<file path="src/rtl/dds_lab_pkg.sv">
`default_nettype none

package dds_lab_pkg;

  // widths
  localparam int SAMPLE_W = 12;
  localparam int PHASE_W  = 32;
  localparam int SCAN_W   = 8;
  localparam int NUM_KEYS = 17;
  localparam int LFSR_W   = 5;

  typedef logic [SAMPLE_W-1:0] sample_t;     // 0 bottom of swing, 4095 top
  typedef logic [PHASE_W-1:0]  phase_t;
  typedef logic [SCAN_W-1:0]   scan_code_t;
  typedef logic [NUM_KEYS-1:0] held_keys_t;  // key 1 in the msb
  typedef logic [LFSR_W-1:0]   lfsr_t;

  typedef enum logic [1:0] {
    WAVE_SAW      = 2'd0,
    WAVE_SQUARE   = 2'd1,
    WAVE_TRIANGLE = 2'd2
  } wave_sel_e;

  typedef enum logic [1:0] {
    MOD_NONE = 2'd0,
    MOD_ASK  = 2'd1,
    MOD_BPSK = 2'd2
  } mod_sel_e;

  localparam lfsr_t LFSR_SEED = 5'd1;  // must not be zero

  //////////////////////////////////////////////////
  // make codes are ps/2 set 2, break adds bit 7
  //////////////////////////////////////////////////
  localparam scan_code_t SC_MAKE_1           = 8'h16;
  localparam scan_code_t SC_BREAK_1          = SC_MAKE_1 | 8'h80;
  localparam scan_code_t SC_MAKE_2           = 8'h1E;
  localparam scan_code_t SC_BREAK_2          = SC_MAKE_2 | 8'h80;
  localparam scan_code_t SC_MAKE_3           = 8'h26;
  localparam scan_code_t SC_BREAK_3          = SC_MAKE_3 | 8'h80;
  localparam scan_code_t SC_MAKE_4           = 8'h25;
  localparam scan_code_t SC_BREAK_4          = SC_MAKE_4 | 8'h80;
  localparam scan_code_t SC_MAKE_5           = 8'h2E;
  localparam scan_code_t SC_BREAK_5          = SC_MAKE_5 | 8'h80;
  localparam scan_code_t SC_MAKE_6           = 8'h36;
  localparam scan_code_t SC_BREAK_6          = SC_MAKE_6 | 8'h80;
  localparam scan_code_t SC_MAKE_7           = 8'h3D;
  localparam scan_code_t SC_BREAK_7          = SC_MAKE_7 | 8'h80;
  localparam scan_code_t SC_MAKE_8           = 8'h3E;
  localparam scan_code_t SC_BREAK_8          = SC_MAKE_8 | 8'h80;
  localparam scan_code_t SC_MAKE_F1          = 8'h05;
  localparam scan_code_t SC_BREAK_F1         = SC_MAKE_F1 | 8'h80;
  localparam scan_code_t SC_MAKE_F2          = 8'h06;
  localparam scan_code_t SC_BREAK_F2         = SC_MAKE_F2 | 8'h80;
  localparam scan_code_t SC_MAKE_N           = 8'h31;
  localparam scan_code_t SC_BREAK_N          = SC_MAKE_N | 8'h80;
  localparam scan_code_t SC_MAKE_M           = 8'h3A;
  localparam scan_code_t SC_BREAK_M          = SC_MAKE_M | 8'h80;
  localparam scan_code_t SC_MAKE_SPACE       = 8'h29;
  localparam scan_code_t SC_BREAK_SPACE      = SC_MAKE_SPACE | 8'h80;
  localparam scan_code_t SC_MAKE_LEFT_ARROW  = 8'h6B;
  localparam scan_code_t SC_BREAK_LEFT_ARROW = SC_MAKE_LEFT_ARROW | 8'h80;
  localparam scan_code_t SC_MAKE_RIGHT_ARROW = 8'h74;
  localparam scan_code_t SC_BREAK_RIGHT_ARROW = SC_MAKE_RIGHT_ARROW | 8'h80;
  localparam scan_code_t SC_MAKE_UP_ARROW    = 8'h75;
  localparam scan_code_t SC_BREAK_UP_ARROW   = SC_MAKE_UP_ARROW | 8'h80;
  localparam scan_code_t SC_MAKE_DOWN_ARROW  = 8'h72;
  localparam scan_code_t SC_BREAK_DOWN_ARROW = SC_MAKE_DOWN_ARROW | 8'h80;

endpackage

`default_nettype wire

</file>
<file path="src/rtl/key_hold_tracker.sv">
`timescale 1ns/1ps
`default_nettype none

module key_hold_tracker (
  input  wire                     CLK_25MHZ,
  input  wire                     reset_from_key,
  input  wire                     key_event_ready,
  input  wire dds_lab_pkg::scan_code_t key_event_code,
  output dds_lab_pkg::held_keys_t held_keys
);

  import dds_lab_pkg::*;

  // index NUM_KEYS-1 is key 1, index 0 is the down arrow
  localparam scan_code_t MAKE_CODES [NUM_KEYS-1:0] = '{
    SC_MAKE_1,
    SC_MAKE_2,
    SC_MAKE_3,
    SC_MAKE_4,
    SC_MAKE_5,
    SC_MAKE_6,
    SC_MAKE_7,
    SC_MAKE_8,
    SC_MAKE_F1,
    SC_MAKE_F2,
    SC_MAKE_N,
    SC_MAKE_M,
    SC_MAKE_SPACE,
    SC_MAKE_LEFT_ARROW,
    SC_MAKE_RIGHT_ARROW,
    SC_MAKE_UP_ARROW,
    SC_MAKE_DOWN_ARROW
  };

  localparam scan_code_t BREAK_CODES [NUM_KEYS-1:0] = '{
    SC_BREAK_1,
    SC_BREAK_2,
    SC_BREAK_3,
    SC_BREAK_4,
    SC_BREAK_5,
    SC_BREAK_6,
    SC_BREAK_7,
    SC_BREAK_8,
    SC_BREAK_F1,
    SC_BREAK_F2,
    SC_BREAK_N,
    SC_BREAK_M,
    SC_BREAK_SPACE,
    SC_BREAK_LEFT_ARROW,
    SC_BREAK_RIGHT_ARROW,
    SC_BREAK_UP_ARROW,
    SC_BREAK_DOWN_ARROW
  };

  //////////////////////////////////////////////////
  // one flag per key, updated only on ready
  //////////////////////////////////////////////////
  always_ff @(posedge CLK_25MHZ) begin
    if (reset_from_key) begin
      held_keys <= '0;
    end else if (key_event_ready) begin
      for (int i = 0; i < NUM_KEYS; i++) begin
        if (key_event_code == MAKE_CODES[i]) begin
          held_keys[i] <= 1'b1;  // key pressed
        end else if (key_event_code == BREAK_CODES[i]) begin
          held_keys[i] <= 1'b0;  // key released
        end
      end
    end
  end

endmodule

`default_nettype wire

</file>
<file path="src/rtl/lfsr_stepper.sv">
`timescale 1ns/1ps
`default_nettype none

module lfsr_stepper #(
  parameter int DIV_COUNT = 25000000
) (
  input  wire                CLK_25MHZ,
  input  wire                reset_from_key,
  output dds_lab_pkg::lfsr_t lfsr_state
);

  import dds_lab_pkg::*;

  localparam int CNT_W = (DIV_COUNT > 1) ? $clog2(DIV_COUNT) : 1;

  logic [CNT_W-1:0] div_cnt;
  logic             step_tick;

  assign step_tick = (div_cnt == CNT_W'(DIV_COUNT - 1));  // last cycle of the count

  // tick divider, wraps after DIV_COUNT cycles
  always_ff @(posedge CLK_25MHZ) begin
    if (reset_from_key) begin
      div_cnt <= '0;
    end else if (step_tick) begin
      div_cnt <= '0;
    end else begin
      div_cnt <= div_cnt + 1'b1;
    end
  end

  //////////////////////////////////////////////////
  // x^5 + x^3 + 1, maximal length 31 states
  //////////////////////////////////////////////////
  always_ff @(posedge CLK_25MHZ) begin
    if (reset_from_key) begin
      lfsr_state <= LFSR_SEED;
    end else if (step_tick) begin
      lfsr_state <= {lfsr_state[3:0], lfsr_state[4] ^ lfsr_state[2]};
    end
  end

endmodule

`default_nettype wire

</file>
<file path="src/rtl/dds_wave_gen.sv">
`timescale 1ns/1ps
`default_nettype none

module dds_wave_gen (
  input  wire                      CLK_25MHZ,
  input  wire                      reset_from_key,
  input  wire dds_lab_pkg::phase_t phase_inc,
  input  wire dds_lab_pkg::wave_sel_e wave_sel,
  output dds_lab_pkg::sample_t     carrier_sample
);

  import dds_lab_pkg::*;

  phase_t  phase_acc;
  sample_t phase_top;
  sample_t tri_ramp;
  sample_t shaped;

  // free-running accumulator, wraps naturally
  always_ff @(posedge CLK_25MHZ) begin
    if (reset_from_key) begin
      phase_acc <= '0;
    end else begin
      phase_acc <= phase_acc + phase_inc;
    end
  end

  //////////////////////////////////////////////////
  // waveform shaping from the phase msbs
  //////////////////////////////////////////////////
  assign phase_top = phase_acc[PHASE_W-1 -: SAMPLE_W];
  assign tri_ramp  = phase_acc[PHASE_W-2 -: SAMPLE_W];  // twice the saw slope

  always_comb begin
    case (wave_sel)
      WAVE_SAW: begin
        shaped = phase_top;
      end
      WAVE_SQUARE: begin
        shaped = {SAMPLE_W{phase_acc[PHASE_W-1]}};  // full swing on msb
      end
      WAVE_TRIANGLE: begin
        shaped = phase_acc[PHASE_W-1] ? ~tri_ramp : tri_ramp;  // falling half
      end
      default: begin
        shaped = '0;
      end
    endcase
  end

  // sample lags the accumulator by one cycle
  always_ff @(posedge CLK_25MHZ) begin
    if (reset_from_key) begin
      carrier_sample <= '0;
    end else begin
      carrier_sample <= shaped;
    end
  end

endmodule

`default_nettype wire

</file>
<file path="src/rtl/lfsr_modulator.sv">
`timescale 1ns/1ps
`default_nettype none

module lfsr_modulator (
  input  wire                       CLK_25MHZ,
  input  wire                       reset_from_key,
  input  wire dds_lab_pkg::sample_t carrier_sample,
  input  wire dds_lab_pkg::lfsr_t   lfsr_state,
  input  wire dds_lab_pkg::mod_sel_e mod_sel,
  output dds_lab_pkg::sample_t      modulated_sample
);

  import dds_lab_pkg::*;

  logic    data_bit;
  sample_t mod_next;

  assign data_bit = lfsr_state[0];  // only the lsb carries data

  //////////////////////////////////////////////////
  // keying of the carrier by the lfsr bit
  //////////////////////////////////////////////////
  always_comb begin
    case (mod_sel)
      MOD_NONE: begin
        mod_next = carrier_sample;
      end
      MOD_ASK: begin
        mod_next = data_bit ? carrier_sample : '0;  // on-off keying
      end
      MOD_BPSK: begin
        mod_next = data_bit ? ~carrier_sample : carrier_sample;  // flip about mid-scale
      end
      default: begin
        mod_next = carrier_sample;
      end
    endcase
  end

  always_ff @(posedge CLK_25MHZ) begin
    if (reset_from_key) begin
      modulated_sample <= '0;
    end else begin
      modulated_sample <= mod_next;
    end
  end

endmodule

`default_nettype wire

</file>
<file path="src/rtl/dds_lab_top.sv">
`timescale 1ns/1ps
`default_nettype none

module dds_lab_top #(
  parameter int DIV_COUNT = 25000000  // one lfsr step per second at 25 mhz
) (
  input  wire                          CLK_25MHZ,
  input  wire                          reset_from_key,
  input  wire                          key_event_ready,
  input  wire dds_lab_pkg::scan_code_t key_event_code,
  input  wire dds_lab_pkg::phase_t     phase_inc,
  input  wire dds_lab_pkg::wave_sel_e  wave_sel,
  input  wire dds_lab_pkg::mod_sel_e   mod_sel,
  output dds_lab_pkg::held_keys_t      held_keys,
  output dds_lab_pkg::lfsr_t           lfsr_state,
  output dds_lab_pkg::sample_t         carrier_sample,
  output dds_lab_pkg::sample_t         modulated_sample
);

  //////////////////////////////////////////////////
  // keyboard side
  //////////////////////////////////////////////////
  key_hold_tracker u_key_hold_tracker (
    .CLK_25MHZ      (CLK_25MHZ),
    .reset_from_key (reset_from_key),
    .key_event_ready(key_event_ready),
    .key_event_code (key_event_code),
    .held_keys      (held_keys)
  );

  //////////////////////////////////////////////////
  // signal path: lfsr, carrier, modulator
  //////////////////////////////////////////////////
  lfsr_stepper #(
    .DIV_COUNT(DIV_COUNT)
  ) u_lfsr_stepper (
    .CLK_25MHZ     (CLK_25MHZ),
    .reset_from_key(reset_from_key),
    .lfsr_state    (lfsr_state)
  );

  dds_wave_gen u_dds_wave_gen (
    .CLK_25MHZ     (CLK_25MHZ),
    .reset_from_key(reset_from_key),
    .phase_inc     (phase_inc),
    .wave_sel      (wave_sel),
    .carrier_sample(carrier_sample)
  );

  lfsr_modulator u_lfsr_modulator (
    .CLK_25MHZ       (CLK_25MHZ),
    .reset_from_key  (reset_from_key),
    .carrier_sample  (carrier_sample),  // also a top-level output
    .lfsr_state      (lfsr_state),
    .mod_sel         (mod_sel),
    .modulated_sample(modulated_sample)
  );

endmodule

`default_nettype wire

</file>
<file path="config.mk">
export PLATFORM = sky130hd
export DESIGN_NAME = dds_lab_top
export DESIGN_NICKNAME = d
export VERILOG_FILES = /design/src/rtl/dds_lab_pkg.sv /design/src/rtl/key_hold_tracker.sv /design/src/rtl/lfsr_stepper.sv /design/src/rtl/dds_wave_gen.sv /design/src/rtl/lfsr_modulator.sv /design/src/rtl/dds_lab_top.sv
export SDC_FILE = /design/constraint.sdc
export NUM_CORES = 1
export LEC_CHECK = 0
export BUFFER_PORTS_ARGS = -buffer_cell sky130_fd_sc_hd__buf_2
export CORE_UTILIZATION = 44
export DETAILED_ROUTE_END_ITERATION = 16
export PLACE_DENSITY_LB_ADDON = 0.05
export SYNTH_ARGS = -nofsm -noshare
export SYNTH_HDL_FRONTEND = slang
export SYNTH_SLANG_ARGS = --single-unit
</file>
<file path="constraint.sdc">
create_clock -name CLK_25MHZ -period 2.5 [get_ports CLK_25MHZ]
set_input_delay 0.5 -clock CLK_25MHZ [delete_from_list [all_inputs] [get_ports CLK_25MHZ]]
set_output_delay 0.5 -clock CLK_25MHZ [all_outputs]
set_load 0.02 [all_outputs]
</file>
== Word-level counts from Yosys, hierarchy flattened ==
Cells that the tools add are included.

* Add/sub/neg operators: 2
* $mul: 0
* Divide/modulo/power cells: 0
* $lt $le $gt $ge: 0
* Equal/unequal tests: 39
* Shift operators: 0
* Multiplexer cells: 39
* Bitwise gates (word level): 3
* Reduce and logical (&&, ||, !) cells: 36

{| class="wikitable"
|+ Operators with widths
! kind !! number
|-
| == test 8 bit (second input constant) || 17
|-
| == test 8 x 6 -> 1 bit (second input constant) || 9
|-
| 2-to-1 mux 12 bit || 3
|-
| case mux 12 bit (3 select lines) || 1
|-
| 2-to-1 mux 1 bit || 34
|-
| AND reduction 2 bit || 17
|-
| nonzero test 2 bit || 17
|-
| adder 32 bit || 1
|-
| == test 8 x 7 -> 1 bit (second input constant) || 4
|-
| adder 25 x 1 -> 25 bit (second input constant) || 1
|-
| == test 25 bit (second input constant) || 1
|-
| NOT 12 bit || 2
|-
| case mux 12 bit (2 select lines) || 1
|-
| == test 8 x 3 -> 1 bit (second input constant) || 2
|-
| == test 8 x 5 -> 1 bit (second input constant) || 2
|-
| == test 2 x 1 -> 1 bit (second input constant) || 2
|-
| == test 2 bit (second input constant) || 2
|-
| zero test 2 bit || 1
|-
| OR reduction 2 bit || 1
|-
| bitwise XOR 1 bit || 1
|}

* Flip-flop bits (word level): 103
* Latch bits: 0
* RAM bits: 0
* Memory bits (read-only): 0
* Output and inout bits: 46
* Logic and storage cells: 141
* Memories kept: 0

== Depth between registers and ports, before layout ==
* Word-level depth: 3
* Mapped depth: 9
* Gate-level depth less buffers: 8

== Modules after synthesis ==
Synthesis repeated with hierarchy kept, for this count alone.

* Cell total of the unflattened synthesis: 713
* Area, all modules: 6217.2 um^2

{| class="wikitable"
|+ By module, submodules not included
! module !! times used !! cells an instance !! area an instance (um^2) !! seq. area each (um^2)
|-
| dds_wave_gen || 1 || 395 || 3231.8 || 880.8
|-
| lfsr_stepper || 1 || 165 || 1403.8 || 600.6
|-
| key_hold_tracker || 1 || 84 || 864.6 || 340.3
|-
| lfsr_modulator || 1 || 69 || 716.9 || 240.2
|}

== Least setup slack after synthesis ==
No wires, ideal clock.

* Path type: input to register
* Start point: input phase_inc[0]
* End point: register u_dds_wave_gen.phase_acc[28]
* Setup time: 0.121 ns
* Data arrival time: 2.383 ns
* Path slack: -0.004 ns
* Cell stages on the path: 8
* Path buffers: 0
* Path through: ha_1 > fa_1 > a21oi_1 > o21ai_2 > a31oi_1 > nor4_1 > a31oi_1 > mux2_2

* Longest elaborated chain between the ends: 1

{| class="wikitable"
|+ Ends and longest elaborated chain
! item !! RTL line !! text
|-
| start: declaration || dds_lab_top.sv:11 || <nowiki>input wire dds_lab_pkg::phase_t phase_inc,</nowiki>
|-
| adder 32 bit || dds_wave_gen.sv:24 || <nowiki>phase_acc <= phase_acc + phase_inc;</nowiki>
|-
| end signal: assignment || dds_wave_gen.sv:24 ||
|-
| end: declaration || dds_wave_gen.sv:14 || <nowiki>phase_t phase_acc;</nowiki>
|}

Every way passes these cells.
A chain may end at the register's enable or synchronous reset.

== Worst setup path after layout ==
* Start point: register u_dds_wave_gen.phase_acc[1]
* End point: register u_dds_wave_gen.phase_acc[21]

* Longest elaborated chain between the ends: 1

{| class="wikitable"
|+ Ends and longest elaborated chain
! item !! RTL line
|-
| adder 32 bit || dds_wave_gen.sv:24
|}

Every way passes these cells.

==> results.json <==
{
  "p_sw_frac": 0.3805,
  "cts-root-buf": "clkbuf_16",
  "cp-end-kind": "flop",
  "synth_edf_count": 0,
  "num_io_pins": 93,
  "final_cells": 1025,
  "drt_iter0_drc": 277,
  "drc": 0,
  "hold_slack_ps": 472.5,
  "antenna_cells": 0,
  "maxCapViolations": 0,
  "syn_area_per_cell_um2": 8.153,
  "antenna_found_initial": 0,
  "area_growth_pct": 19.76,
  "dr_total_vias": 5379,
  "yosysTopAreaCell": "dfxtp_1",
  "synth_ff_type": "dfxtp_1",
  "place_area_mm2": 0.006803,
  "place.gp.congestion": 0.8871,
  "r2r-start": "u_dds_wave_gen.phase_acc[1]",
  "drive_above_1_share": 0.2214,
  "syn_inst": 730,
  "dp.cells": 1009,
  "clk_pin_slew_ps": 70,
  "finalSetupTns_ps": 0,
  "core_mm2": 0.01324,
  "arrival_ps": 2570,
  "p_clk_frac": 0.218,
  "post_drt_via_cell_ratio": 5.248,
  "relSlewSlack": 0.5293,
  "n_fill_cell": 1318,
  "die_area_mm2": 0.01400,
  "yosys-top-cells-area": "dfxtp_1, ha_1, nor2_1, a21oi_1, xor2_1",
  "synthArstFlopShare": 0,
  "power_frac_comb": 0.475,
  "yosysTopAreaCellShare": 0.3464,
  "dr.pass1.iters": 5,
  "setup-violations-final": 0,
  "fin_nets": 938,
  "synth_nets": 824,
  "whs_path_depth": 3,
  "hp-start": "phase_inc[0]",
  "fin_area_mm2": 0.007128,
  "critPathMaxFanout": 4,
  "power_density_mw_per_mm2": 997.7,
  "grt_setup_unrepaired": "false",
  "grt.total_usage": 0.2121,
  "grt_pass1_vias": 5158,
  "seqPwrFrac": 0.307,
  "critical_path_class": "flop to flop",
  "min_period_ps": 2313,
  "cts_buffers": 9,
  "fin_worst_skew_ps": 6.781,
  "grt_max_degree": 30,
  "clock.fmax_mhz": 432.3,
  "die_h_um": 118.3,
  "fin_crit_sh": 0.9253,
  "clk-insertion-delay-late_ps": 360,
  "antenna_left": 0,
  "synthesis.area_mm2": 0.005952,
  "p_sw_mw": 2.706,
  "cts.sinks": 103,
  "drt-wirelength-per-cell_um": 13.88,
  "fin_util": 0.5383,
  "setup_slack_ps": 186.8,
  "whs_endpoint": "u_dds_wave_gen.phase_acc[0]",
  "portBuffers": 92,
  "yosysWarnings": 0,
  "power_leakage_nw": 3.082,
  "yosysSeqAreaShare": 0.3464,
  "tightestPinTransition_ps": 704.6,
  "reg2regPathDepth": 9,
  "hold_class": "input pin to flop",
  "finalPower_mw": 7.112,
  "finalWirelength_um": 14230,
  "htreeDepth": 3,
  "start_util": 0.4495,
  "outcome": "completed",
  "grt_pass1_wl_um": 23980,
  "dp_hpwl_um": 10790,
  "startpoint_type": "flop",
  "overflow": 0,
  "cts_tree": "done",
  "postCtsHoldBufs": 0,
  "required_ps": 2750,
  "clock_path_buffers": 2,
  "ir_drop_mv": 0.5463,
  "ff2ff_setup_slack_ps": 190,
  "drv_slew": 0,
  "rr_endpoint": "u_dds_wave_gen.phase_acc[21]",
  "dieWidth_um": 118.3,
  "dp_slack_ps": -125.6,
  "synth_cell_types": 57,
  "hold_viol_final": 0,
  "p_int_mw": 4.406,
  "num_rows": 42,
  "ys_ff_latch": 103
}
layout make-up:
type                    instances  area, um2  area share
flip-flops and latches        103       2062      0.2893
clock buffers                  11      242.7     0.03405
clock inverters                 5      78.83     0.01106
repair buffers                136      790.8      0.1109
multi-input cells             586       3704      0.5196
inverters                       8      30.03    0.004213
well taps                     176      220.2     0.03089
cells by family (layout without fill, tap and decap cells):
family,Yosys count,after routing,synth area share
buffers and inverters,41,160,0.03300
xor gates and xnor gates,47,47,0.06916
adders and majority gates,47,47,0.1001
DFF,103,103,0.3464
muxes,12,12,0.02102
AOI/OAI and AO/OA,181,181,0.1848
and+or+nand+nor,299,299,0.2455
placed cells by master, fill, tap and decap left out, drive strengths merged, types with 5 or more instances in the layout:
cell	instances
nor3	5
nand2b	8
nor2	151
o21a	5
nand4	16
a211oi	13
ha	46
xor2	28
xnor2	19
nand2	40
o21ai	33
a21oi	76
a21o	12
a31oi	9
nor4	6
dfxtp	103
mux2i	8
clkbuf	11
inv	9
nand3	22
a22oi	12
o31ai	5
nor2b	25
buf	136
and3	8
worst max path at each step:
stage	start	to	slack (ps)	cells past startpoint
6_report	u_dds_wave_gen.phase_acc[1]	u_dds_wave_gen.phase_acc[21]	190	9
2_1_floorplan	phase_inc[0]	u_dds_wave_gen.phase_acc[26]	30	8
3_5_place_dp	phase_inc[1]	u_dds_wave_gen.phase_acc[21]	-130	10
5_1_grt	u_dds_wave_gen.phase_acc[4]	u_dds_wave_gen.phase_acc[23]	10	8
4_1_cts	u_dds_wave_gen.phase_acc[1]	u_dds_wave_gen.phase_acc[21]	160	9
3_3_place_gp	phase_inc[0]	u_dds_wave_gen.phase_acc[28]	-70	9
critical path, cell delays in order, from the launching register on:
cell	delay, ps
dfxtp_1	330
ha_1	270
a21oi_1	70
nand4b_1	290
a21oi_2	220
o21ai_1	130
buf_4	160
o31ai_2	370
nor2_1	90
a211o_1	270
synthesized netlist by cell type (12+ instances only):
| master | number |
|---|---|
| a22oi_1 | 12 |
| nor2_1 | 130 |
| clkbuf_1 | 27 |
| nor2_2 | 20 |
| nand3_1 | 22 |
| xnor2_1 | 19 |
| nand4_1 | 15 |
| a211oi_1 | 13 |
| xor2_1 | 28 |
| a21o_1 | 12 |
| nor2b_1 | 25 |
| o21ai_0 | 30 |
| nand2_1 | 40 |
| dfxtp_1 | 103 |
| ha_1 | 46 |
| a21oi_1 | 76 |
sequential cells by signal (all words and copies together), names as in the netlist:
| signal | cells |
|---|---|
| u_lfsr_stepper.lfsr_state | 5 |
| u_dds_wave_gen.carrier_sample | 12 |
| u_lfsr_stepper.div_cnt | 25 |
| u_dds_wave_gen.phase_acc | 32 |
| u_lfsr_modulator.modulated_sample | 12 |
| u_key_hold_tracker.held_keys | 17 |
layer usage:
| metal | track usage | wire [um] | vias up |
|---|---|---|---|
| met2 | 0.3404 | 6360 | 109 |
| met5 | 0 | 0 | - |
| met3 | 0.04199 | 601 | 16 |
| met4 | 0.07692 | 242 | 0 |
| met1 | 0.2813 | 7021 | 2455 |
| li1 | - | - | 2799 |
power by group through the flow:
stage | Clock, mW | Combinational [mW] | Sequential [mW]
floorplan | 0 | 2.25 | 2.19
global placement | 0 | 3.31 | 2.21
detailed placement | 0 | 3.33 | 2.22
CTS | 1.60 | 3.36 | 2.18
global route | 1.65 | 3.77 | 2.23
finish | 1.55 | 3.38 | 2.19
timing repair:
action	in CTS	in global routing
setup endpoints to repair	0	1
setup buffers	0	0
gates resized for setup	0	1
Power figures use the tool's default switching activity.
